**src/common/periph_pkg.sv**
```systemverilog
package periph_pkg;

	localparam int AXIL_ADDR_W = 8;
	localparam int AXIL_DATA_W = 32;
	localparam int AXIL_STRB_W = AXIL_DATA_W / 8;

	// every slave owns a window of 0x20 bytes and sees only the offset bits.
	localparam int WIN_ADDR_W = 5;

	typedef enum logic [1:0] {
		RESP_OKAY = 2'b00,
		RESP_SLVERR = 2'b10,
		RESP_DECERR = 2'b11
	} axi_resp_t;

	localparam logic [AXIL_ADDR_W-1:0] SEG_BASE = 8'h00;
	localparam logic [AXIL_ADDR_W-1:0] LED_BASE = 8'h20;

	localparam int SEG_NUM_DIGITS = 6;
	localparam int SEG_IDX_W = $clog2(SEG_NUM_DIGITS);
	localparam int SEG_DIGIT_STRIDE = 4;

	typedef enum logic {
		BIG_ENDIAN,
		LITTLE_ENDIAN
	} endian_t;

	// big endian takes the digit from bits 3:0, little endian from bits 27:24.
	localparam endian_t SEG_ENDIANESS = BIG_ENDIAN;

	localparam int LED_W = 10;
	localparam int SW_W = 10;
	localparam logic [WIN_ADDR_W-1:0] LED_OFF = 5'h00;
	localparam logic [WIN_ADDR_W-1:0] SW_OFF = 5'h04;

endpackage : periph_pkg

```
**src/seg/hex7seg.sv**
```systemverilog
`timescale 1ns/1ps

module hex7seg (
	input	logic	[3:0]	digit_i,
	output	logic	[6:0]	seg_o
);

	// segments are active low, bit 0 is segment a and bit 6 is segment g.
	always_comb begin
		case (digit_i)
			4'h0: seg_o = 7'b100_0000;
			4'h1: seg_o = 7'b111_1001;
			4'h2: seg_o = 7'b010_0100;
			4'h3: seg_o = 7'b011_0000;
			4'h4: seg_o = 7'b001_1001;
			4'h5: seg_o = 7'b001_0010;
			4'h6: seg_o = 7'b000_0010;
			4'h7: seg_o = 7'b111_1000;
			4'h8: seg_o = 7'b000_0000;
			4'h9: seg_o = 7'b001_0000;
			4'hA: seg_o = 7'b000_1000;
			4'hB: seg_o = 7'b000_0011;
			4'hC: seg_o = 7'b100_0110;
			4'hD: seg_o = 7'b010_0001;
			4'hE: seg_o = 7'b000_0110;
			default: seg_o = 7'b000_1110;
		endcase
	end

endmodule : hex7seg

```
**src/seg/seg_axil.sv**
```systemverilog
`timescale 1ns/1ps

module seg_axil import periph_pkg::*; (
	input	logic	clk,
	input	logic	rst,

	input	logic	cfg_awvalid_i, cfg_wvalid_i, cfg_bready_i, cfg_arvalid_i, cfg_rready_i,
	input	logic	[WIN_ADDR_W-1:0]	cfg_awaddr_i, cfg_araddr_i,
	input	logic	[AXIL_DATA_W-1:0]	cfg_wdata_i,
	// protection bits are accepted and have no effect.
	input	logic	[2:0]	cfg_awprot_i, cfg_arprot_i,
	output	logic	cfg_awready_o, cfg_wready_o, cfg_bvalid_o, cfg_arready_o, cfg_rvalid_o,
	output	axi_resp_t	cfg_bresp_o, cfg_rresp_o,
	output	logic	[AXIL_DATA_W-1:0]	cfg_rdata_o,

	output	logic	[6:0]	hex0_o, hex1_o, hex2_o, hex3_o, hex4_o, hex5_o
);

	typedef enum logic [1:0] {
		S_IDLE,
		S_WDATA,
		S_WRESP,
		S_RRESP
	} state_t;

	state_t state;
	logic [3:0] digits [SEG_NUM_DIGITS];
	logic [WIN_ADDR_W-1:0] wr_off, rd_off;
	logic [3:0] wr_nibble;
	logic [SEG_IDX_W-1:0] wr_idx, rd_idx;
	logic wr_hit, rd_hit;

	// only offsets on a digit stride that name an existing digit are mapped.
	function automatic logic offset_hit(input logic [WIN_ADDR_W-1:0] off);
		return (off % SEG_DIGIT_STRIDE == 0) && (off / SEG_DIGIT_STRIDE < SEG_NUM_DIGITS);
	endfunction

	assign wr_hit = offset_hit(wr_off);
	assign rd_hit = offset_hit(rd_off);
	assign wr_idx = SEG_IDX_W'(wr_off / SEG_DIGIT_STRIDE);
	assign rd_idx = SEG_IDX_W'(rd_off / SEG_DIGIT_STRIDE);

	assign cfg_arready_o = (state == S_IDLE) & cfg_arvalid_i;
	assign cfg_awready_o = (state == S_IDLE) & cfg_awvalid_i & ~cfg_arvalid_i;
	assign cfg_wready_o = cfg_wvalid_i & (cfg_awready_o | (state == S_WDATA));
	assign cfg_bvalid_o = (state == S_WRESP);
	assign cfg_rvalid_o = (state == S_RRESP);
	assign cfg_bresp_o = wr_hit ? RESP_OKAY : RESP_SLVERR;
	assign cfg_rresp_o = rd_hit ? RESP_OKAY : RESP_SLVERR;
	assign cfg_rdata_o = rd_hit ? AXIL_DATA_W'(digits[rd_idx]) : '0;

	always_ff @(posedge clk, posedge rst) begin
		if (rst) begin
			state <= S_IDLE;
		end else begin
			case (state)
				S_IDLE: begin
					if (cfg_arready_o)
						state <= S_RRESP;
					else if (cfg_awready_o)
						state <= cfg_wready_o ? S_WRESP : S_WDATA;
				end
				S_WDATA: begin
					if (cfg_wready_o)
						state <= S_WRESP;
				end
				S_WRESP: begin
					if (cfg_bready_i)
						state <= S_IDLE;
				end
				S_RRESP: begin
					if (cfg_rready_i)
						state <= S_IDLE;
				end
				default: state <= S_IDLE;
			endcase
		end
	end

	always_ff @(posedge clk) begin
		if (cfg_awready_o)
			wr_off <= cfg_awaddr_i;
		if (cfg_arready_o)
			rd_off <= cfg_araddr_i;
		if (cfg_wready_o)
			wr_nibble <= (SEG_ENDIANESS == BIG_ENDIAN) ? cfg_wdata_i[3:0] : cfg_wdata_i[27:24];
	end

	// the digit changes when the write response is taken.
	always_ff @(posedge clk, posedge rst) begin
		if (rst) begin
			for (int i = 0; i < SEG_NUM_DIGITS; i++)
				digits[i] <= 4'h0;
		end else if (cfg_bvalid_o && cfg_bready_i && wr_hit) begin
			digits[wr_idx] <= wr_nibble;
		end
	end

	hex7seg i_hex0 (.digit_i(digits[0]), .seg_o(hex0_o));
	hex7seg i_hex1 (.digit_i(digits[1]), .seg_o(hex1_o));
	hex7seg i_hex2 (.digit_i(digits[2]), .seg_o(hex2_o));
	hex7seg i_hex3 (.digit_i(digits[3]), .seg_o(hex3_o));
	hex7seg i_hex4 (.digit_i(digits[4]), .seg_o(hex4_o));
	hex7seg i_hex5 (.digit_i(digits[5]), .seg_o(hex5_o));

	// one transaction at a time, so a new request only reaches an idle slave.
	req_idle: assert property (@(posedge clk) disable iff (rst)
		(cfg_awvalid_i || cfg_arvalid_i) |-> state == S_IDLE);

endmodule : seg_axil

```
**src/design/led_axil.sv**
```systemverilog
`timescale 1ns/1ps

module led_axil import periph_pkg::*; (
	input	logic	clk,
	input	logic	rst,

	input	logic	cfg_awvalid_i, cfg_wvalid_i, cfg_bready_i, cfg_arvalid_i, cfg_rready_i,
	input	logic	[WIN_ADDR_W-1:0]	cfg_awaddr_i, cfg_araddr_i,
	input	logic	[AXIL_DATA_W-1:0]	cfg_wdata_i,
	output	logic	cfg_awready_o, cfg_wready_o, cfg_bvalid_o, cfg_arready_o, cfg_rvalid_o,
	output	axi_resp_t	cfg_bresp_o, cfg_rresp_o,
	output	logic	[AXIL_DATA_W-1:0]	cfg_rdata_o,

	input	logic	[SW_W-1:0]	sw_i,
	output	logic	[LED_W-1:0]	led_o
);

	typedef enum logic [1:0] {
		S_IDLE,
		S_WDATA,
		S_WRESP,
		S_RRESP
	} state_t;

	state_t state;
	logic [WIN_ADDR_W-1:0] wr_off, rd_off;
	logic [LED_W-1:0] wr_led;
	logic [SW_W-1:0] sw_meta, sw_sync;

	assign cfg_arready_o = (state == S_IDLE) & cfg_arvalid_i;
	assign cfg_awready_o = (state == S_IDLE) & cfg_awvalid_i & ~cfg_arvalid_i;
	assign cfg_wready_o = cfg_wvalid_i & (cfg_awready_o | (state == S_WDATA));
	assign cfg_bvalid_o = (state == S_WRESP);
	assign cfg_rvalid_o = (state == S_RRESP);
	// the switch register is read only, so only the LED offset takes writes.
	assign cfg_bresp_o = (wr_off == LED_OFF) ? RESP_OKAY : RESP_SLVERR;
	assign cfg_rresp_o = (rd_off == LED_OFF || rd_off == SW_OFF) ? RESP_OKAY : RESP_SLVERR;
	assign cfg_rdata_o = (rd_off == LED_OFF) ? AXIL_DATA_W'(led_o) :
		(rd_off == SW_OFF) ? AXIL_DATA_W'(sw_sync) : '0;

	always_ff @(posedge clk, posedge rst) begin
		if (rst) begin
			state <= S_IDLE;
		end else begin
			case (state)
				S_IDLE: begin
					if (cfg_arready_o)
						state <= S_RRESP;
					else if (cfg_awready_o)
						state <= cfg_wready_o ? S_WRESP : S_WDATA;
				end
				S_WDATA: begin
					if (cfg_wready_o)
						state <= S_WRESP;
				end
				S_WRESP: begin
					if (cfg_bready_i)
						state <= S_IDLE;
				end
				S_RRESP: begin
					if (cfg_rready_i)
						state <= S_IDLE;
				end
				default: state <= S_IDLE;
			endcase
		end
	end

	always_ff @(posedge clk) begin
		if (cfg_awready_o)
			wr_off <= cfg_awaddr_i;
		if (cfg_arready_o)
			rd_off <= cfg_araddr_i;
		if (cfg_wready_o)
			wr_led <= cfg_wdata_i[LED_W-1:0];
	end

	always_ff @(posedge clk, posedge rst) begin
		if (rst) begin
			led_o <= '0;
			sw_meta <= '0;
			sw_sync <= '0;
		end else begin
			sw_meta <= sw_i;
			sw_sync <= sw_meta;
			if (cfg_bvalid_o && cfg_bready_i && wr_off == LED_OFF)
				led_o <= wr_led;
		end
	end

endmodule : led_axil

```
**src/design/axil_arbiter.sv**
```systemverilog
`timescale 1ns/1ps

module axil_arbiter import periph_pkg::*; (
	input	logic	clk,
	input	logic	rst,

	input	logic	m0_awvalid_i, m0_wvalid_i, m0_bready_i, m0_arvalid_i, m0_rready_i,
	input	logic	[AXIL_ADDR_W-1:0]	m0_awaddr_i, m0_araddr_i,
	input	logic	[AXIL_DATA_W-1:0]	m0_wdata_i,
	input	logic	[AXIL_STRB_W-1:0]	m0_wstrb_i,
	output	logic	m0_awready_o, m0_wready_o, m0_bvalid_o, m0_arready_o, m0_rvalid_o,
	output	axi_resp_t	m0_bresp_o, m0_rresp_o,
	output	logic	[AXIL_DATA_W-1:0]	m0_rdata_o,

	input	logic	m1_awvalid_i, m1_wvalid_i, m1_bready_i, m1_arvalid_i, m1_rready_i,
	input	logic	[AXIL_ADDR_W-1:0]	m1_awaddr_i, m1_araddr_i,
	input	logic	[AXIL_DATA_W-1:0]	m1_wdata_i,
	input	logic	[AXIL_STRB_W-1:0]	m1_wstrb_i,
	output	logic	m1_awready_o, m1_wready_o, m1_bvalid_o, m1_arready_o, m1_rvalid_o,
	output	axi_resp_t	m1_bresp_o, m1_rresp_o,
	output	logic	[AXIL_DATA_W-1:0]	m1_rdata_o,

	output	logic	bus_awvalid_o, bus_wvalid_o, bus_bready_o, bus_arvalid_o, bus_rready_o,
	output	logic	[AXIL_ADDR_W-1:0]	bus_awaddr_o, bus_araddr_o,
	output	logic	[AXIL_DATA_W-1:0]	bus_wdata_o,
	input	logic	bus_awready_i, bus_wready_i, bus_bvalid_i, bus_arready_i, bus_rvalid_i,
	input	axi_resp_t	bus_bresp_i, bus_rresp_i,
	input	logic	[AXIL_DATA_W-1:0]	bus_rdata_i
);

	typedef enum logic {
		ARB_IDLE,
		ARB_GRANT
	} arb_state_t;

	arb_state_t state;
	// last is the master granted most recently, so in ARB_GRANT it is the owner.
	logic last;
	logic req0, req1, pick1, gnt0, gnt1, done;

	assign req0 = m0_awvalid_i | m0_arvalid_i;
	assign req1 = m1_awvalid_i | m1_arvalid_i;
	assign pick1 = req1 & (~req0 | ~last);
	assign gnt0 = (state == ARB_GRANT) & ~last;
	assign gnt1 = (state == ARB_GRANT) & last;
	assign done = (bus_bvalid_i & bus_bready_o) | (bus_rvalid_i & bus_rready_o);

	always_ff @(posedge clk, posedge rst) begin
		if (rst) begin
			state <= ARB_IDLE;
			last <= 1'b1;
		end else if (state == ARB_IDLE) begin
			if (req0 | req1) begin
				state <= ARB_GRANT;
				last <= pick1;
			end
		end else if (done) begin
			state <= ARB_IDLE;
		end
	end

	assign bus_awvalid_o = (gnt0 & m0_awvalid_i) | (gnt1 & m1_awvalid_i);
	assign bus_wvalid_o = (gnt0 & m0_wvalid_i) | (gnt1 & m1_wvalid_i);
	assign bus_bready_o = (gnt0 & m0_bready_i) | (gnt1 & m1_bready_i);
	assign bus_arvalid_o = (gnt0 & m0_arvalid_i) | (gnt1 & m1_arvalid_i);
	assign bus_rready_o = (gnt0 & m0_rready_i) | (gnt1 & m1_rready_i);
	assign bus_awaddr_o = last ? m1_awaddr_i : m0_awaddr_i;
	assign bus_araddr_o = last ? m1_araddr_i : m0_araddr_i;
	assign bus_wdata_o = last ? m1_wdata_i : m0_wdata_i;

	assign m0_awready_o = gnt0 & bus_awready_i;
	assign m0_wready_o = gnt0 & bus_wready_i;
	assign m0_bvalid_o = gnt0 & bus_bvalid_i;
	assign m0_arready_o = gnt0 & bus_arready_i;
	assign m0_rvalid_o = gnt0 & bus_rvalid_i;
	assign m0_bresp_o = bus_bresp_i;
	assign m0_rresp_o = bus_rresp_i;
	assign m0_rdata_o = bus_rdata_i;

	assign m1_awready_o = gnt1 & bus_awready_i;
	assign m1_wready_o = gnt1 & bus_wready_i;
	assign m1_bvalid_o = gnt1 & bus_bvalid_i;
	assign m1_arready_o = gnt1 & bus_arready_i;
	assign m1_rvalid_o = gnt1 & bus_rvalid_i;
	assign m1_bresp_o = bus_bresp_i;
	assign m1_rresp_o = bus_rresp_i;
	assign m1_rdata_o = bus_rdata_i;

	// a response on the bus always belongs to the master that holds the grant.
	grant_held: assert property (@(posedge clk) disable iff (rst)
		(bus_bvalid_i || bus_rvalid_i) |-> state == ARB_GRANT);

	// the slaves only take full-word writes.
	full_word_m0: assert property (@(posedge clk) disable iff (rst)
		m0_wvalid_i |-> &m0_wstrb_i);
	full_word_m1: assert property (@(posedge clk) disable iff (rst)
		m1_wvalid_i |-> &m1_wstrb_i);

endmodule : axil_arbiter

```
**src/design/axil_decoder.sv**
```systemverilog
`timescale 1ns/1ps

module axil_decoder import periph_pkg::*; (
	input	logic	clk,
	input	logic	rst,

	input	logic	bus_awvalid_i, bus_wvalid_i, bus_bready_i, bus_arvalid_i, bus_rready_i,
	input	logic	[AXIL_ADDR_W-1:0]	bus_awaddr_i, bus_araddr_i,
	input	logic	[AXIL_DATA_W-1:0]	bus_wdata_i,
	output	logic	bus_awready_o, bus_wready_o, bus_bvalid_o, bus_arready_o, bus_rvalid_o,
	output	axi_resp_t	bus_bresp_o, bus_rresp_o,
	output	logic	[AXIL_DATA_W-1:0]	bus_rdata_o,

	output	logic	seg_awvalid_o, seg_wvalid_o, seg_bready_o, seg_arvalid_o, seg_rready_o,
	output	logic	[WIN_ADDR_W-1:0]	seg_awaddr_o, seg_araddr_o,
	output	logic	[AXIL_DATA_W-1:0]	seg_wdata_o,
	input	logic	seg_awready_i, seg_wready_i, seg_bvalid_i, seg_arready_i, seg_rvalid_i,
	input	axi_resp_t	seg_bresp_i, seg_rresp_i,
	input	logic	[AXIL_DATA_W-1:0]	seg_rdata_i,

	output	logic	led_awvalid_o, led_wvalid_o, led_bready_o, led_arvalid_o, led_rready_o,
	output	logic	[WIN_ADDR_W-1:0]	led_awaddr_o, led_araddr_o,
	output	logic	[AXIL_DATA_W-1:0]	led_wdata_o,
	input	logic	led_awready_i, led_wready_i, led_bvalid_i, led_arready_i, led_rvalid_i,
	input	axi_resp_t	led_bresp_i, led_rresp_i,
	input	logic	[AXIL_DATA_W-1:0]	led_rdata_i
);

	typedef enum logic [1:0] {
		TGT_SEG,
		TGT_LED,
		TGT_NONE
	} target_t;

	function automatic target_t decode(input logic [AXIL_ADDR_W-1:0] addr);
		if (addr[AXIL_ADDR_W-1:WIN_ADDR_W] == SEG_BASE[AXIL_ADDR_W-1:WIN_ADDR_W])
			return TGT_SEG;
		if (addr[AXIL_ADDR_W-1:WIN_ADDR_W] == LED_BASE[AXIL_ADDR_W-1:WIN_ADDR_W])
			return TGT_LED;
		return TGT_NONE;
	endfunction

	target_t aw_tgt, ar_tgt, w_tgt, tgt;
	logic busy, wr_sel, err_aw, err_w, err_ar, err_b, err_r;
	logic aw_hs, ar_hs, resp_hs, seg_resp, led_resp;

	assign aw_tgt = decode(bus_awaddr_i);
	assign ar_tgt = decode(bus_araddr_i);
	// a read wins over a write offered in the same cycle, as in the slaves.
	assign wr_sel = bus_awvalid_i & ~bus_arvalid_i;
	assign w_tgt = busy ? tgt : (wr_sel ? aw_tgt : TGT_NONE);

	assign seg_awvalid_o = ~busy & wr_sel & (aw_tgt == TGT_SEG);
	assign seg_wvalid_o = bus_wvalid_i & (w_tgt == TGT_SEG);
	assign seg_arvalid_o = ~busy & bus_arvalid_i & (ar_tgt == TGT_SEG);
	assign seg_bready_o = bus_bready_i & busy & (tgt == TGT_SEG);
	assign seg_rready_o = bus_rready_i & busy & (tgt == TGT_SEG);
	assign seg_awaddr_o = bus_awaddr_i[WIN_ADDR_W-1:0];
	assign seg_araddr_o = bus_araddr_i[WIN_ADDR_W-1:0];
	assign seg_wdata_o = bus_wdata_i;

	assign led_awvalid_o = ~busy & wr_sel & (aw_tgt == TGT_LED);
	assign led_wvalid_o = bus_wvalid_i & (w_tgt == TGT_LED);
	assign led_arvalid_o = ~busy & bus_arvalid_i & (ar_tgt == TGT_LED);
	assign led_bready_o = bus_bready_i & busy & (tgt == TGT_LED);
	assign led_rready_o = bus_rready_i & busy & (tgt == TGT_LED);
	assign led_awaddr_o = bus_awaddr_i[WIN_ADDR_W-1:0];
	assign led_araddr_o = bus_araddr_i[WIN_ADDR_W-1:0];
	assign led_wdata_o = bus_wdata_i;

	// unmapped addresses are answered here with a decode error.
	assign err_aw = ~busy & wr_sel & (aw_tgt == TGT_NONE);
	assign err_ar = ~busy & bus_arvalid_i & (ar_tgt == TGT_NONE);
	assign err_w = err_aw | (busy & (tgt == TGT_NONE) & ~err_b & ~err_r);

	assign bus_awready_o = seg_awready_i | led_awready_i | err_aw;
	assign bus_wready_o = seg_wready_i | led_wready_i | err_w;
	assign bus_arready_o = seg_arready_i | led_arready_i | err_ar;
	assign bus_bvalid_o = (tgt == TGT_SEG) ? seg_bvalid_i :
		(tgt == TGT_LED) ? led_bvalid_i : err_b;
	assign bus_bresp_o = (tgt == TGT_SEG) ? seg_bresp_i :
		(tgt == TGT_LED) ? led_bresp_i : RESP_DECERR;
	assign bus_rvalid_o = (tgt == TGT_SEG) ? seg_rvalid_i :
		(tgt == TGT_LED) ? led_rvalid_i : err_r;
	assign bus_rresp_o = (tgt == TGT_SEG) ? seg_rresp_i :
		(tgt == TGT_LED) ? led_rresp_i : RESP_DECERR;
	assign bus_rdata_o = (tgt == TGT_SEG) ? seg_rdata_i :
		(tgt == TGT_LED) ? led_rdata_i : '0;

	assign aw_hs = bus_awvalid_i & bus_awready_o;
	assign ar_hs = bus_arvalid_i & bus_arready_o;
	assign resp_hs = (bus_bvalid_o & bus_bready_i) | (bus_rvalid_o & bus_rready_i);

	always_ff @(posedge clk, posedge rst) begin
		if (rst) begin
			busy <= 1'b0;
			tgt <= TGT_NONE;
			err_b <= 1'b0;
			err_r <= 1'b0;
		end else begin
			if (aw_hs | ar_hs) begin
				busy <= 1'b1;
				tgt <= ar_hs ? ar_tgt : aw_tgt;
			end else if (resp_hs) begin
				busy <= 1'b0;
			end
			if (bus_wvalid_i & err_w)
				err_b <= 1'b1;
			else if (bus_bready_i)
				err_b <= 1'b0;
			if (err_ar)
				err_r <= 1'b1;
			else if (bus_rready_i)
				err_r <= 1'b0;
		end
	end

	assign seg_resp = seg_bvalid_i | seg_rvalid_i;
	assign led_resp = led_bvalid_i | led_rvalid_i;

	// a slave only answers while it is the registered target, so at most one answers.
	seg_owner: assert property (@(posedge clk) disable iff (rst)
		seg_resp |-> busy && tgt == TGT_SEG);
	led_owner: assert property (@(posedge clk) disable iff (rst)
		led_resp |-> busy && tgt == TGT_LED);

endmodule : axil_decoder

```
**src/design/periph_top.sv**
```systemverilog
`timescale 1ns/1ps

module periph_top import periph_pkg::*; (
	input	logic	clk,
	input	logic	rst,

	input	logic	m0_awvalid_i, m0_wvalid_i, m0_bready_i, m0_arvalid_i, m0_rready_i,
	input	logic	[AXIL_ADDR_W-1:0]	m0_awaddr_i, m0_araddr_i,
	input	logic	[AXIL_DATA_W-1:0]	m0_wdata_i,
	input	logic	[AXIL_STRB_W-1:0]	m0_wstrb_i,
	output	logic	m0_awready_o, m0_wready_o, m0_bvalid_o, m0_arready_o, m0_rvalid_o,
	output	axi_resp_t	m0_bresp_o, m0_rresp_o,
	output	logic	[AXIL_DATA_W-1:0]	m0_rdata_o,

	input	logic	m1_awvalid_i, m1_wvalid_i, m1_bready_i, m1_arvalid_i, m1_rready_i,
	input	logic	[AXIL_ADDR_W-1:0]	m1_awaddr_i, m1_araddr_i,
	input	logic	[AXIL_DATA_W-1:0]	m1_wdata_i,
	input	logic	[AXIL_STRB_W-1:0]	m1_wstrb_i,
	output	logic	m1_awready_o, m1_wready_o, m1_bvalid_o, m1_arready_o, m1_rvalid_o,
	output	axi_resp_t	m1_bresp_o, m1_rresp_o,
	output	logic	[AXIL_DATA_W-1:0]	m1_rdata_o,

	input	logic	[SW_W-1:0]	sw_i,
	output	logic	[LED_W-1:0]	led_o,
	output	logic	[6:0]	hex0_o, hex1_o, hex2_o, hex3_o, hex4_o, hex5_o
);

	logic bus_awvalid, bus_wvalid, bus_bready, bus_arvalid, bus_rready;
	logic bus_awready, bus_wready, bus_bvalid, bus_arready, bus_rvalid;
	logic [AXIL_ADDR_W-1:0] bus_awaddr, bus_araddr;
	logic [AXIL_DATA_W-1:0] bus_wdata, bus_rdata;
	axi_resp_t bus_bresp, bus_rresp;

	logic seg_awvalid, seg_wvalid, seg_bready, seg_arvalid, seg_rready;
	logic seg_awready, seg_wready, seg_bvalid, seg_arready, seg_rvalid;
	logic [WIN_ADDR_W-1:0] seg_awaddr, seg_araddr;
	logic [AXIL_DATA_W-1:0] seg_wdata, seg_rdata;
	axi_resp_t seg_bresp, seg_rresp;

	logic led_awvalid, led_wvalid, led_bready, led_arvalid, led_rready;
	logic led_awready, led_wready, led_bvalid, led_arready, led_rvalid;
	logic [WIN_ADDR_W-1:0] led_awaddr, led_araddr;
	logic [AXIL_DATA_W-1:0] led_wdata, led_rdata;
	axi_resp_t led_bresp, led_rresp;

	// the master ports carry the same names here and in the arbiter.
	axil_arbiter i_arbiter (
		.*,
		.bus_awvalid_o(bus_awvalid), .bus_awaddr_o(bus_awaddr), .bus_wvalid_o(bus_wvalid),
		.bus_wdata_o(bus_wdata), .bus_bready_o(bus_bready), .bus_arvalid_o(bus_arvalid),
		.bus_araddr_o(bus_araddr), .bus_rready_o(bus_rready),
		.bus_awready_i(bus_awready), .bus_wready_i(bus_wready), .bus_bvalid_i(bus_bvalid),
		.bus_bresp_i(bus_bresp), .bus_arready_i(bus_arready), .bus_rvalid_i(bus_rvalid),
		.bus_rdata_i(bus_rdata), .bus_rresp_i(bus_rresp)
	);

	axil_decoder i_decoder (
		.clk(clk), .rst(rst),
		.bus_awvalid_i(bus_awvalid), .bus_awaddr_i(bus_awaddr), .bus_wvalid_i(bus_wvalid),
		.bus_wdata_i(bus_wdata), .bus_bready_i(bus_bready), .bus_arvalid_i(bus_arvalid),
		.bus_araddr_i(bus_araddr), .bus_rready_i(bus_rready),
		.bus_awready_o(bus_awready), .bus_wready_o(bus_wready), .bus_bvalid_o(bus_bvalid),
		.bus_bresp_o(bus_bresp), .bus_arready_o(bus_arready), .bus_rvalid_o(bus_rvalid),
		.bus_rdata_o(bus_rdata), .bus_rresp_o(bus_rresp),
		.seg_awvalid_o(seg_awvalid), .seg_awaddr_o(seg_awaddr), .seg_wvalid_o(seg_wvalid),
		.seg_wdata_o(seg_wdata), .seg_bready_o(seg_bready), .seg_arvalid_o(seg_arvalid),
		.seg_araddr_o(seg_araddr), .seg_rready_o(seg_rready),
		.seg_awready_i(seg_awready), .seg_wready_i(seg_wready), .seg_bvalid_i(seg_bvalid),
		.seg_bresp_i(seg_bresp), .seg_arready_i(seg_arready), .seg_rvalid_i(seg_rvalid),
		.seg_rdata_i(seg_rdata), .seg_rresp_i(seg_rresp),
		.led_awvalid_o(led_awvalid), .led_awaddr_o(led_awaddr), .led_wvalid_o(led_wvalid),
		.led_wdata_o(led_wdata), .led_bready_o(led_bready), .led_arvalid_o(led_arvalid),
		.led_araddr_o(led_araddr), .led_rready_o(led_rready),
		.led_awready_i(led_awready), .led_wready_i(led_wready), .led_bvalid_i(led_bvalid),
		.led_bresp_i(led_bresp), .led_arready_i(led_arready), .led_rvalid_i(led_rvalid),
		.led_rdata_i(led_rdata), .led_rresp_i(led_rresp)
	);

	seg_axil i_seg (
		.clk(clk), .rst(rst),
		.cfg_awvalid_i(seg_awvalid), .cfg_awaddr_i(seg_awaddr), .cfg_awprot_i(3'b000),
		.cfg_wvalid_i(seg_wvalid), .cfg_wdata_i(seg_wdata), .cfg_bready_i(seg_bready),
		.cfg_arvalid_i(seg_arvalid), .cfg_araddr_i(seg_araddr), .cfg_arprot_i(3'b000),
		.cfg_rready_i(seg_rready),
		.cfg_awready_o(seg_awready), .cfg_wready_o(seg_wready), .cfg_bvalid_o(seg_bvalid),
		.cfg_bresp_o(seg_bresp), .cfg_arready_o(seg_arready), .cfg_rvalid_o(seg_rvalid),
		.cfg_rdata_o(seg_rdata), .cfg_rresp_o(seg_rresp),
		.hex0_o(hex0_o), .hex1_o(hex1_o), .hex2_o(hex2_o),
		.hex3_o(hex3_o), .hex4_o(hex4_o), .hex5_o(hex5_o)
	);

	led_axil i_led (
		.clk(clk), .rst(rst),
		.cfg_awvalid_i(led_awvalid), .cfg_awaddr_i(led_awaddr), .cfg_wvalid_i(led_wvalid),
		.cfg_wdata_i(led_wdata), .cfg_bready_i(led_bready), .cfg_arvalid_i(led_arvalid),
		.cfg_araddr_i(led_araddr), .cfg_rready_i(led_rready),
		.cfg_awready_o(led_awready), .cfg_wready_o(led_wready), .cfg_bvalid_o(led_bvalid),
		.cfg_bresp_o(led_bresp), .cfg_arready_o(led_arready), .cfg_rvalid_o(led_rvalid),
		.cfg_rdata_o(led_rdata), .cfg_rresp_o(led_rresp),
		.sw_i(sw_i), .led_o(led_o)
	);

endmodule : periph_top

```
**config.mk**
```make
export PLATFORM = sky130hd
export DESIGN_NAME = periph_top
export DESIGN_NICKNAME = d
export VERILOG_FILES = /design/src/common/periph_pkg.sv /design/src/seg/hex7seg.sv /design/src/seg/seg_axil.sv /design/src/design/led_axil.sv /design/src/design/axil_arbiter.sv /design/src/design/axil_decoder.sv /design/src/design/periph_top.sv
export SDC_FILE = /design/constraint.sdc
export NUM_CORES = 1
export LEC_CHECK = 0
export BUFFER_PORTS_ARGS = -buffer_cell sky130_fd_sc_hd__buf_4
export CAP_MARGIN = 10
export CORE_MARGIN = 4
export CORE_UTILIZATION = 40
export DETAILED_ROUTE_END_ITERATION = 6
export PLACE_DENSITY = 0.73
export SLEW_MARGIN = 25
export SYNTH_ARGS = -nofsm -noshare
export SYNTH_HDL_FRONTEND = slang
export SYNTH_HIERARCHICAL = 1
export SYNTH_SLANG_ARGS = --single-unit
```
**constraint.sdc**
```tcl
create_clock -name clk -period 5.1 [get_ports clk]
set_clock_uncertainty 0.2 [all_clocks]
set_input_delay 1.53 -clock clk [delete_from_list [all_inputs] [get_ports clk]]
set_output_delay 1.53 -clock clk [all_outputs]
set_load 0.03 [all_outputs]
```
# Word level (Yosys, flattened, before mapping)
# Memory sizes are Yosys's and may differ from the RTL's.
# Cells that the tools add are included.
# classes
eq_ne,24
muxes,66
n_reduce_logical,26
bitwise_logic,87
n_lt_le_gt_ge,5
# ops
op,count
2-to-1 mux 32 bit,3
zero test 32 bit,2
2-to-1 mux 2 bit,31
AND 1 bit,56
bitwise mux 24 bit,1
2-to-1 mux 10 bit,2
OR 1 bit,20
2-to-1 mux 1 bit,19
2-to-1 mux 4 bit,4
2-to-1 mux 8 bit,2
case mux 2 bit (4 select lines),2
equality test 2 bit (second input constant),7
binary-select mux 4 bit (select 3 bit),1
demux 4 bit (select 3 bit),1
equality test 2 x 1 -> 1 bit (second input constant),6
zero test 2 bit,6
zero test 5 bit,2
inverter 1 bit,9
>= comparator 4 bit (second input constant),2
inequality test 2 x 1 -> 1 bit (second input constant),4
inverter 3 -> 4 bit,2
AND reduction 4 bit,2
logical AND 1 bit,7
equality test 3 x 1 -> 1 bit (second input constant),2
other kinds (9),15
# word_totals
romBits,672
memories,6
inputBits,126
wordCells,237
register_bits,99
# memory_table
name,depth,word_bits,read_ports,rd_ports_with_merged_regs,wr,line_no,text
(name not given),16,7,1,0,0,hex7seg.sv:10,case (digit_i)
(name not given),16,7,1,0,0,hex7seg.sv:10,
(name not given),16,7,1,0,0,hex7seg.sv:10,
(name not given),16,7,1,0,0,hex7seg.sv:10,
(name not given),16,7,1,0,0,hex7seg.sv:10,
(name not given),16,7,1,0,0,hex7seg.sv:10,

# Longest topological paths before layout
# Gate-level depths: netlist of run 1.
# logic_depth
depth_word,16
mapped_depth,13
mapped_depth_nobuf,11

# By module
# The synthesis of run 1 kept the hierarchy.
# modules_own_cells
module,n_inst,cells_each,area_per_inst_um2
seg_axil,1,148,1998.2
led_axil,1,125,1993.2
axil_decoder,1,229,1646.6
axil_arbiter,1,158,1408.9
hex7seg (i_seg.i_hex0 ...),5,32,275.3
hex7seg (i_seg.i_hex4),1,33,274.0
periph_top,1,1,3.8

# Worst setup path before layout of run 1
# OpenSTA, ideal clock, no wires.
# synth_path
kind,input-to-output
startpoint,in m1_awaddr_i[7]
endpoint,out m1_awready_o
cell_stages,7
n_path_buf,0
arrival_time_ns,3.604
required_ns,3.370
path_slack_ns,-0.234
cell_sequence,mux2_2 -> nand3b_1 -> nor3_2 -> nor4b_1 -> nor2_1 -> nand2_1 -> and3_1
# synth_between
elab_chain_len,13
elab_cells_between_ends,22
classes_between,3 x eq/ne; 7 x mux; 10 x bitwise; 2 x reduce/logical
# synth_lines
element,line_no,text
from (decl),periph_top.sv:16,"input logic [AXIL_ADDR_W-1:0] m1_awaddr_i, m1_araddr_i,"
2-to-1 mux 8 bit *,axil_arbiter.sv:67,assign bus_awaddr_o = last ? m1_awaddr_i : m0_awaddr_i;
equality test 3 x 1 -> 1 bit,axil_decoder.sv:38,if (addr[AXIL_ADDR_W-1:WIN_ADDR_W] == LED_BASE[AXIL_ADDR_W-1:WIN_ADDR_W])
2-to-1 mux 1 bit (2 in series),axil_decoder.sv:38,
2-to-1 mux 2 bit,axil_decoder.sv:40,return TGT_NONE;
2-to-1 mux 2 bit *,axil_decoder.sv:38,
zero test 2 bit *,axil_decoder.sv:53,assign seg_awvalid_o = ~busy & wr_sel & (aw_tgt == TGT_SEG);
AND 1 bit *,axil_decoder.sv:53,
net seg_awvalid,periph_top.sv:34,"logic seg_awvalid, seg_wvalid, seg_bready, seg_arvalid, seg_rready;"
AND 1 bit * (2 in series),seg_axil.sv:44,assign cfg_awready_o = (state == S_IDLE) & cfg_awvalid_i & ~cfg_arvalid_i;
net seg_awready,periph_top.sv:35,"logic seg_awready, seg_wready, seg_bvalid, seg_arready, seg_rvalid;"
OR 1 bit * (2 in series),axil_decoder.sv:76,assign bus_awready_o = seg_awready_i | led_awready_i | err_aw;
net bus_awready,periph_top.sv:29,"logic bus_awready, bus_wready, bus_bvalid, bus_arready, bus_rvalid;"
AND 1 bit *,axil_arbiter.sv:80,assign m1_awready_o = gnt1 & bus_awready_i;
to (decl),periph_top.sv:19,"output logic m1_awready_o, m1_wready_o, m1_bvalid_o, m1_arready_o, m1_rvalid_o,"
# The timed path passes the listed nets; every way through them passes the cells marked *. The select of a mux whose other input is x is not followed.

# Worst setup path in the final report of run 1
# layout_path
startpoint,in m0_arvalid_i
endpoint,out m1_wready_o
# layout_between
elab_chain_len,13
elab_cells_between_ends,31
classes_between,1 x eq/ne; 2 x mux; 27 x bitwise; 1 x reduce/logical
# layout_lines
element,line_no,text
from (decl),periph_top.sv:7,"input logic m0_awvalid_i, m0_wvalid_i, m0_bready_i, m0_arvalid_i, m0_rready_i,"
AND 1 bit,axil_arbiter.sv:65,assign bus_arvalid_o = (gnt0 & m0_arvalid_i) | (gnt1 & m1_arvalid_i);
OR 1 bit,axil_arbiter.sv:65,
net bus_arvalid,periph_top.sv:28,"logic bus_awvalid, bus_wvalid, bus_bready, bus_arvalid, bus_rready;"
inverter 1 bit,axil_decoder.sv:50,assign wr_sel = bus_awvalid_i & ~bus_arvalid_i;
AND 1 bit,axil_decoder.sv:50,
AND 1 bit (2 in series),axil_decoder.sv:53,
net seg_awvalid,periph_top.sv:34,
AND 1 bit (2 in series),seg_axil.sv:44,
OR 1 bit,seg_axil.sv:45,assign cfg_wready_o = cfg_wvalid_i & (cfg_awready_o | (state == S_WDATA));
AND 1 bit,seg_axil.sv:45,
net seg_wready,periph_top.sv:35,
OR 1 bit (2 in series),axil_decoder.sv:77,assign bus_wready_o = seg_wready_i | led_wready_i | err_w;
net bus_wready,periph_top.sv:29,
AND 1 bit,axil_arbiter.sv:81,assign m1_wready_o = gnt1 & bus_wready_i;
to (decl),periph_top.sv:19,
# The timed path passes the listed nets, and every way through them passes these cells.

==> results of run 1 <==
==> routing by layer <==
| metal | vias to the layer above | part of all wire [%] | global-route usage, % | wire, microns |
|---|---|---|---|---|
| met4 | 0 | 0.99 | 3.11 | 165 |
| met2 | 142 | 50 | 25.7 | 8420 |
| met3 | 14 | 4.6 | 2.33 | 765 |
| met1 | 2493 | 44 | 19.3 | 7380 |
| li1 | 2611 | - | - | - |
| met5 | - | 0 | 0 | 0 |
==> layout make-up <==
cell class                      count  area, sq um
Fill cell                        1888        10700
Tap cell                          265          332
Clock buffer                       10          250
Clock inverter                      6         57.6
Timing Repair Buffer              188         1430
Multi-Input combinational cell    503         4090
Sequential cell                    99         2650
Inverter                           36          135
==> state kept, by name, indices dropped and copies added, names as in the netlist <==
| register | flops |
|---|---|
| i_seg/digits | 24 |
| i_led/led_o | 10 |
| i_led/sw_meta | 10 |
| i_led/sw_sync | 10 |
| i_led/wr_led | 10 |
| i_led/rd_off | 5 |
| i_led/wr_off | 5 |
| i_seg/rd_off | 5 |
| i_seg/wr_off | 5 |
| i_seg/wr_nibble | 4 |
| i_decoder/tgt | 2 |
| i_led/state | 2 |
| i_seg/state | 2 |
| i_arbiter/last | 1 |
| i_arbiter/state | 1 |
| i_decoder/busy | 1 |
| i_decoder/err_b | 1 |
| i_decoder/err_r | 1 |
==> worst reg2reg max path: stages (launching register included) <==
cell and delay, ns:
dfstp_2 0.65, buf_4 0.34, mux2i_1 0.14, nor2b_1 0.27, inv_1 0.13, nor3_1 0.44
and4b_2 0.35, and4b_1 0.32, mux2_2 0.36
==> through the flow <==
step | cells | util [%] | setup TNS (ns) | cell area [sq um]
finish | 1107 | 45.5 | 0 | 8940
CTS | 1104 | 45.1 | 0 | 8870
global route | 1107 | 45.5 | -0.355 | 8940
detailed placement | 1086 | 43.4 | -0.104 | 8530
global placement | 1086 | 43.4 | -0.0879 | 8530
floorplan | 832 | - | 0 | 8270
==> path summary, 6_finish.rpt <==
kind / to / start / cells after the start
max reg2reg: i_seg/digits[10] / i_arbiter/last / 8
min: i_led/sw_sync[4] / i_led/sw_meta[4] / 0
min in group asynchronous: i_arbiter/state / rst / 2
max in group asynchronous: i_seg/digits[1] / rst / 2
min reg2reg: i_led/sw_sync[4] / i_led/sw_meta[4] / 0
max: m1_wready_o / m0_arvalid_i / 11
==> cell usage in the layout (no fill, tap or decap), drive strengths merged, types with 9 or more instances in the layout <==
master / instances
ha: 42
inv: 41
dfrtp: 63
o21ai: 19
edfxtp: 34
nor2: 81
mux4: 9
nor2b: 11
a21oi: 11
nand2: 24
mux2i: 68
buf: 188
conb: 54
mux2: 72
clkbuf: 10
a22o: 22
==> power by group through the flow <==
| stage | logic, mW | clock network [mW] | registers, mW |
|---|---|---|---|
| 2_1_floorplan | 1.25 | 0 | 0.958 |
| 3_3_place_gp | 1.18 | 0 | 1.04 |
| 3_5_place_dp | 1.19 | 0 | 1.04 |
| 4_1_cts | 1.21 | 0.708 | 1.02 |
| 5_1_grt | 1.33 | 0.744 | 1.04 |
| 6_report | 1.24 | 0.689 | 1.03 |
==> what timing repair did <==
item | CTS | global route
resized for setup | 4 | 12
endpoints found under the setup margin | 2 | 6
pin swaps | 1 | 5
setup buffers | 2 | 3
==> metrics, run 1 <==
outcome complete, no violations; port bufs 163; Core ar. 0.0197 sq mm; Max-slew headroom 27.4%; critical path peak fanout 4; via-per-instance ratio 4.75; vias post-DR 5260; Worst path max stage delay 0.41 ns; CP Data Arrival Time 3.36 ns; switching share of total power 39.6%; share of cells above drive strength 1 37.1%; Clk pin slew, worst setup/hold paths 0.08 ns; CTS sink cnt 99; full die area 0.0225 sq mm; Setup-failing EPs final 0; Post-DRT Antenna Nets 0; CP startpoint kind input port; Worst path most repeated cell buf_6; Clock Power Share 23.3%; H-tree depth 3; Hold Fails Final Rpt 0; PwrDens 330 mW/mm^2; fin. max-slew vios 0; CP Capture Type output pin; synthesis-to-finish area growth 11.0%; CTS tree yes; clk root buf clkbuf_16; CP max-delay cell or3_4; antenna fix cells 0; vias in the first global route 5163; clock buffer depth 2; cell leakage power 4.07 nW; die width 150 microns; Comb power frac 41.9%; Final period util 99.9%; Placement Rows 51; routed len/inst 15.1 microns; post-route total power 2.95 mW; unrepaired setup endpoints after global routing true; Worst Hold Slack 0.151 ns; Die Height 150 microns; Max Clk Rate 196 MHz; Tmin final 5.09 ns; Clock Latency Late Sink 0.34 ns; DRC Markers 0; final worst setup slack 0.00593 ns; Total Routing Usage GR 14.7%; DR pass1 iterations 5; RePlAce Congestion 0.812; Cell Int Power 1.78 mW; Post-Syn Area 0.00806 sq mm; Crit Path Category in -> out; Post-CTS Hold Fix Bufs 0; Buffers & Inverters on Critical Path 2; Initial Utilization 41.0%; CTS buffer count 9; r2r setup slk 1.80 ns; first-pass GRT wire length 26400 microns; largest net degree at the start of global routing 42; synthesized netlist cell count 780; Peak supply drop 0.344 mV; 1st-iter DRT viols 199; worst path cell trace buf_6, mux2i_1, nor2b_1, nor2_1, nand3b_1, nor3_4, o211a_1, nor3b_4, or3_4, and3_4, buf_6; Congestion Overflow GR 0; initial antenna violation count 0; Routed WL 16700 microns; Avg Cell Area, Syn 10.3 sq um; Detail Placement HPWL 12900 microns; hold crit path type reg -> reg; nets 1005; Reg power frac 34.8%; measured slew at the worst slew-check pin 1.08 ns; pre-CTS setup slack -0.0758 ns; IO Pins 260; maximum capacitance violations 0; Worst Path Required 3.37 ns; synth warn 6; delay-heaviest family, CP simple AND/OR/NAND/NOR gates; NetSw 1.17 mW
Note: power is estimated with default switching activity, not from simulation.
==> inputs of run 2 (changes only) <==
--- a/config.mk
+++ b/config.mk
@@ -7,10 +7,12 @@
 export LEC_CHECK = 0
 export BUFFER_PORTS_ARGS = -buffer_cell sky130_fd_sc_hd__buf_4
 export CAP_MARGIN = 10
+export CELL_PAD_IN_SITES_DETAIL_PLACEMENT = 1
+export CELL_PAD_IN_SITES_GLOBAL_PLACEMENT = 2
 export CORE_MARGIN = 4
-export CORE_UTILIZATION = 40
+export CORE_UTILIZATION = 29
 export DETAILED_ROUTE_END_ITERATION = 6
-export PLACE_DENSITY = 0.73
+export PLACE_DENSITY = 0.84
 export SLEW_MARGIN = 25
 export SYNTH_ARGS = -nofsm -noshare
 export SYNTH_HDL_FRONTEND = slang
==> metrics, run 2 (synthesized netlist as in run 1, its figures left out) <==
commonest non-fill, non-tap cell in the layout buf_4; vias post-DR 5438 (+3.4%); Hold Fails Final Rpt 0 (unchanged); die width 175 microns (+17%); Congestion Overflow GR 0 (unchanged); R2R depth 8 (unchanged); Clk pin slew, worst setup/hold paths 0.07 ns (about the same); max reg flops 24 (unchanged); RePlAce Congestion 0.766 (-5.7%); Placement Rows 60 (+18%); nets 1010 (+0.50%); Tmin final 5.06 ns (-0.0355 ns); Clock Power Share 23.1% (-0.2 points); hold crit path type reg -> reg; Die Height 175 microns (+17%); unrepaired setup endpoints after global routing true; Non-Filler Instances 1219 (+10%); cell leakage power 4.10 nW (+0.64%); NetSw 1.24 mW (+5.9%); Crit Path Category in -> out; maximum capacitance violations 0 (unchanged); Post-DRT Antenna Nets 0 (unchanged); H-tree depth 3 (unchanged); CTS tree yes; PwrDens 329 mW/mm^2 (-0.30%); switching share of total power 41.0% (+1.4 points); final worst setup slack 0.0415 ns (+0.0355 ns); full die area 0.0305 sq mm (+36%); setup_tns 0 ns (unchanged); Cell Int Power 1.78 mW (about the same); measured slew at the worst slew-check pin 1.09 ns (+0.00952 ns); Peak supply drop 0.232 mV (-33%); delay-heaviest family, CP simple AND/OR/NAND/NOR gates; Biggest register i_seg/digits; CP Capture Type output pin; most frequent cells in the layout 185 x buf_4, 73 x nor2_1, 69 x mux2_2; Core ar. 0.0272 sq mm (+38%); CTS sink cnt 99 (unchanged); Max Clk Rate 198 MHz (+0.70%); fill count 3127 (+66%); 1st-iter DRT viols 192 (-3.5%); CTS buffer count 9 (unchanged); Comb power frac 42.2% (+0.3 points); pre-CTS setup slack -0.111 ns (-0.0353 ns); CP Data Arrival Time 3.33 ns (-0.03 ns); vias in the first global route 5633 (+9.1%); routed len/inst 16.4 microns (+8.6%); Reg power frac 34.6% (-0.2 points); antenna fix cells 0 (unchanged); Worst Hold Slack 0.149 ns (-0.00229 ns); clk root buf clkbuf_16; clock buffer depth 2 (unchanged); initial antenna violation count 0 (unchanged); port bufs 163 (unchanged); Routed WL 20000 microns (+20%); worst path cell trace buf_6, mux2_4, nand3b_1, nor3_2, buf_4, a21oi_4, nor3b_2, or3_4, and3_4, buf_6; outcome complete, no violations; CP startpoint kind input port; Total Routing Usage GR 12.7% (-2.0 points); share of cells above drive strength 1 38.3% (+1.2 points); critical path peak fanout 4 (unchanged); Final period util 99.2% (-0.70 points); first-pass GRT wire length 31100 microns (+18%); Max-slew headroom 26.8% (-0.64 points); synthesis-to-finish area growth 13.8%; Clock Latency Late Sink 0.35 ns (about the same); IO Pins 260 (unchanged); post-route total power 3.02 mW (+2.3%); Worst path most repeated cell buf_6; Initial Utilization 29.6% (-11 points); Detail Placement HPWL 15500 microns (+21%); Reg area 0.00265 sq mm (unchanged); area of the multi-input gates 0.00412 sq mm (+0.89%); placed cells 1198 (+10%); largest net degree at the start of global routing 42 (unchanged); Worst path max stage delay 0.28 ns (-0.13 ns); CP max-delay cell mux2_4; fin. max-slew vios 0 (unchanged); critical path depth 10 (-1); Setup-failing EPs final 0 (unchanged); DR pass1 iterations 4 (-1); via-per-instance ratio 4.46 (-6.1%); Worst Path Required 3.37 ns (about the same); Worst Hold Depth 0 (unchanged); DRC Markers 0 (unchanged); Buffers & Inverters on Critical Path 3 (+1)
[run 2: changes by cell type in the layout (fill, tap and decap cells not counted), sizes merged]
cell | before | now
inv | 41 | 39
buf | 188 | 193
clkinv | 1 | 4
clkbuf | 10 | 9
[run 2: worst paths after layout]
check / startpoint / to / slack (ns)
setup / recovery: m0_awaddr_i[7] / m1_wready_o / 0.04
max in group asynchronous: rst / i_led/sw_sync[0] / 2.92
setup reg to reg: i_arbiter/last / i_seg/digits[10] / 1.88
hold / removal: i_led/sw_meta[8] / i_led/sw_sync[8] / 0.15
min in group asynchronous: rst / i_arbiter/state / 0.87
hold reg to reg: i_led/sw_meta[8] / i_led/sw_sync[8] / 0.15
[run 2: worst reg2reg max path: cells and delay by family, from the launching register on]
| family | cells | cell delay, ns |
|---|---|---|
| mux | 2 | 0.47 |
| simple gates | 4 | 1.43 |
| buf+inv | 2 | 0.34 |
| flops | 1 | 0.66 |
[run 2: power groups by stage]
stage          logic [mW]  clock network, mW  registers [mW]
3_3_place_gp         1.22                  0            1.05
3_5_place_dp         1.23                  0            1.05
2_1_floorplan        1.25                  0           0.958
6_report             1.28              0.699            1.05
5_1_grt              1.38              0.754            1.06
4_1_cts              1.25              0.719            1.04
[run 2: area by class of cell]
type | count | share of cell area [%]
tap | 372 | 5.08
sequential | 99 | 28.9
inverter | 36 | 1.47
timing repair buffer | 193 | 16.1
multi-input combinational | 503 | 45.0
clock inverter | 7 | 0.996
clock buffer | 9 | 2.46
[run 2: per-layer routing]
metal,track usage (%),up-vias,wire [microns]
met2,22.2,121,9940
met5,0,-,0
met3,2.16,17,804
met1,16.6,2687,9030
li1,-,2613,-
met4,2.68,0,236
[run 2: repair_timing]
| item | in CTS | in global routing |
|---|---|---|
| pin swaps | 0 | 7 |
| setup buffers | 0 | 5 |
| setup endpoints to repair | 6 | 6 |
| gates resized for setup | 6 | 24 |
| hold buffers | 0 | 0 |
[run 2: per-stage QoR]
stage / utilization [%] / cell area (sq um)
3_3_place_gp: 32.0 / 8700
4_1_cts: 33.2 / 9030
3_5_place_dp: 32.0 / 8700
6_report: 33.7 / 9170
2_1_floorplan: - / 8270
5_1_grt: 33.7 / 9170
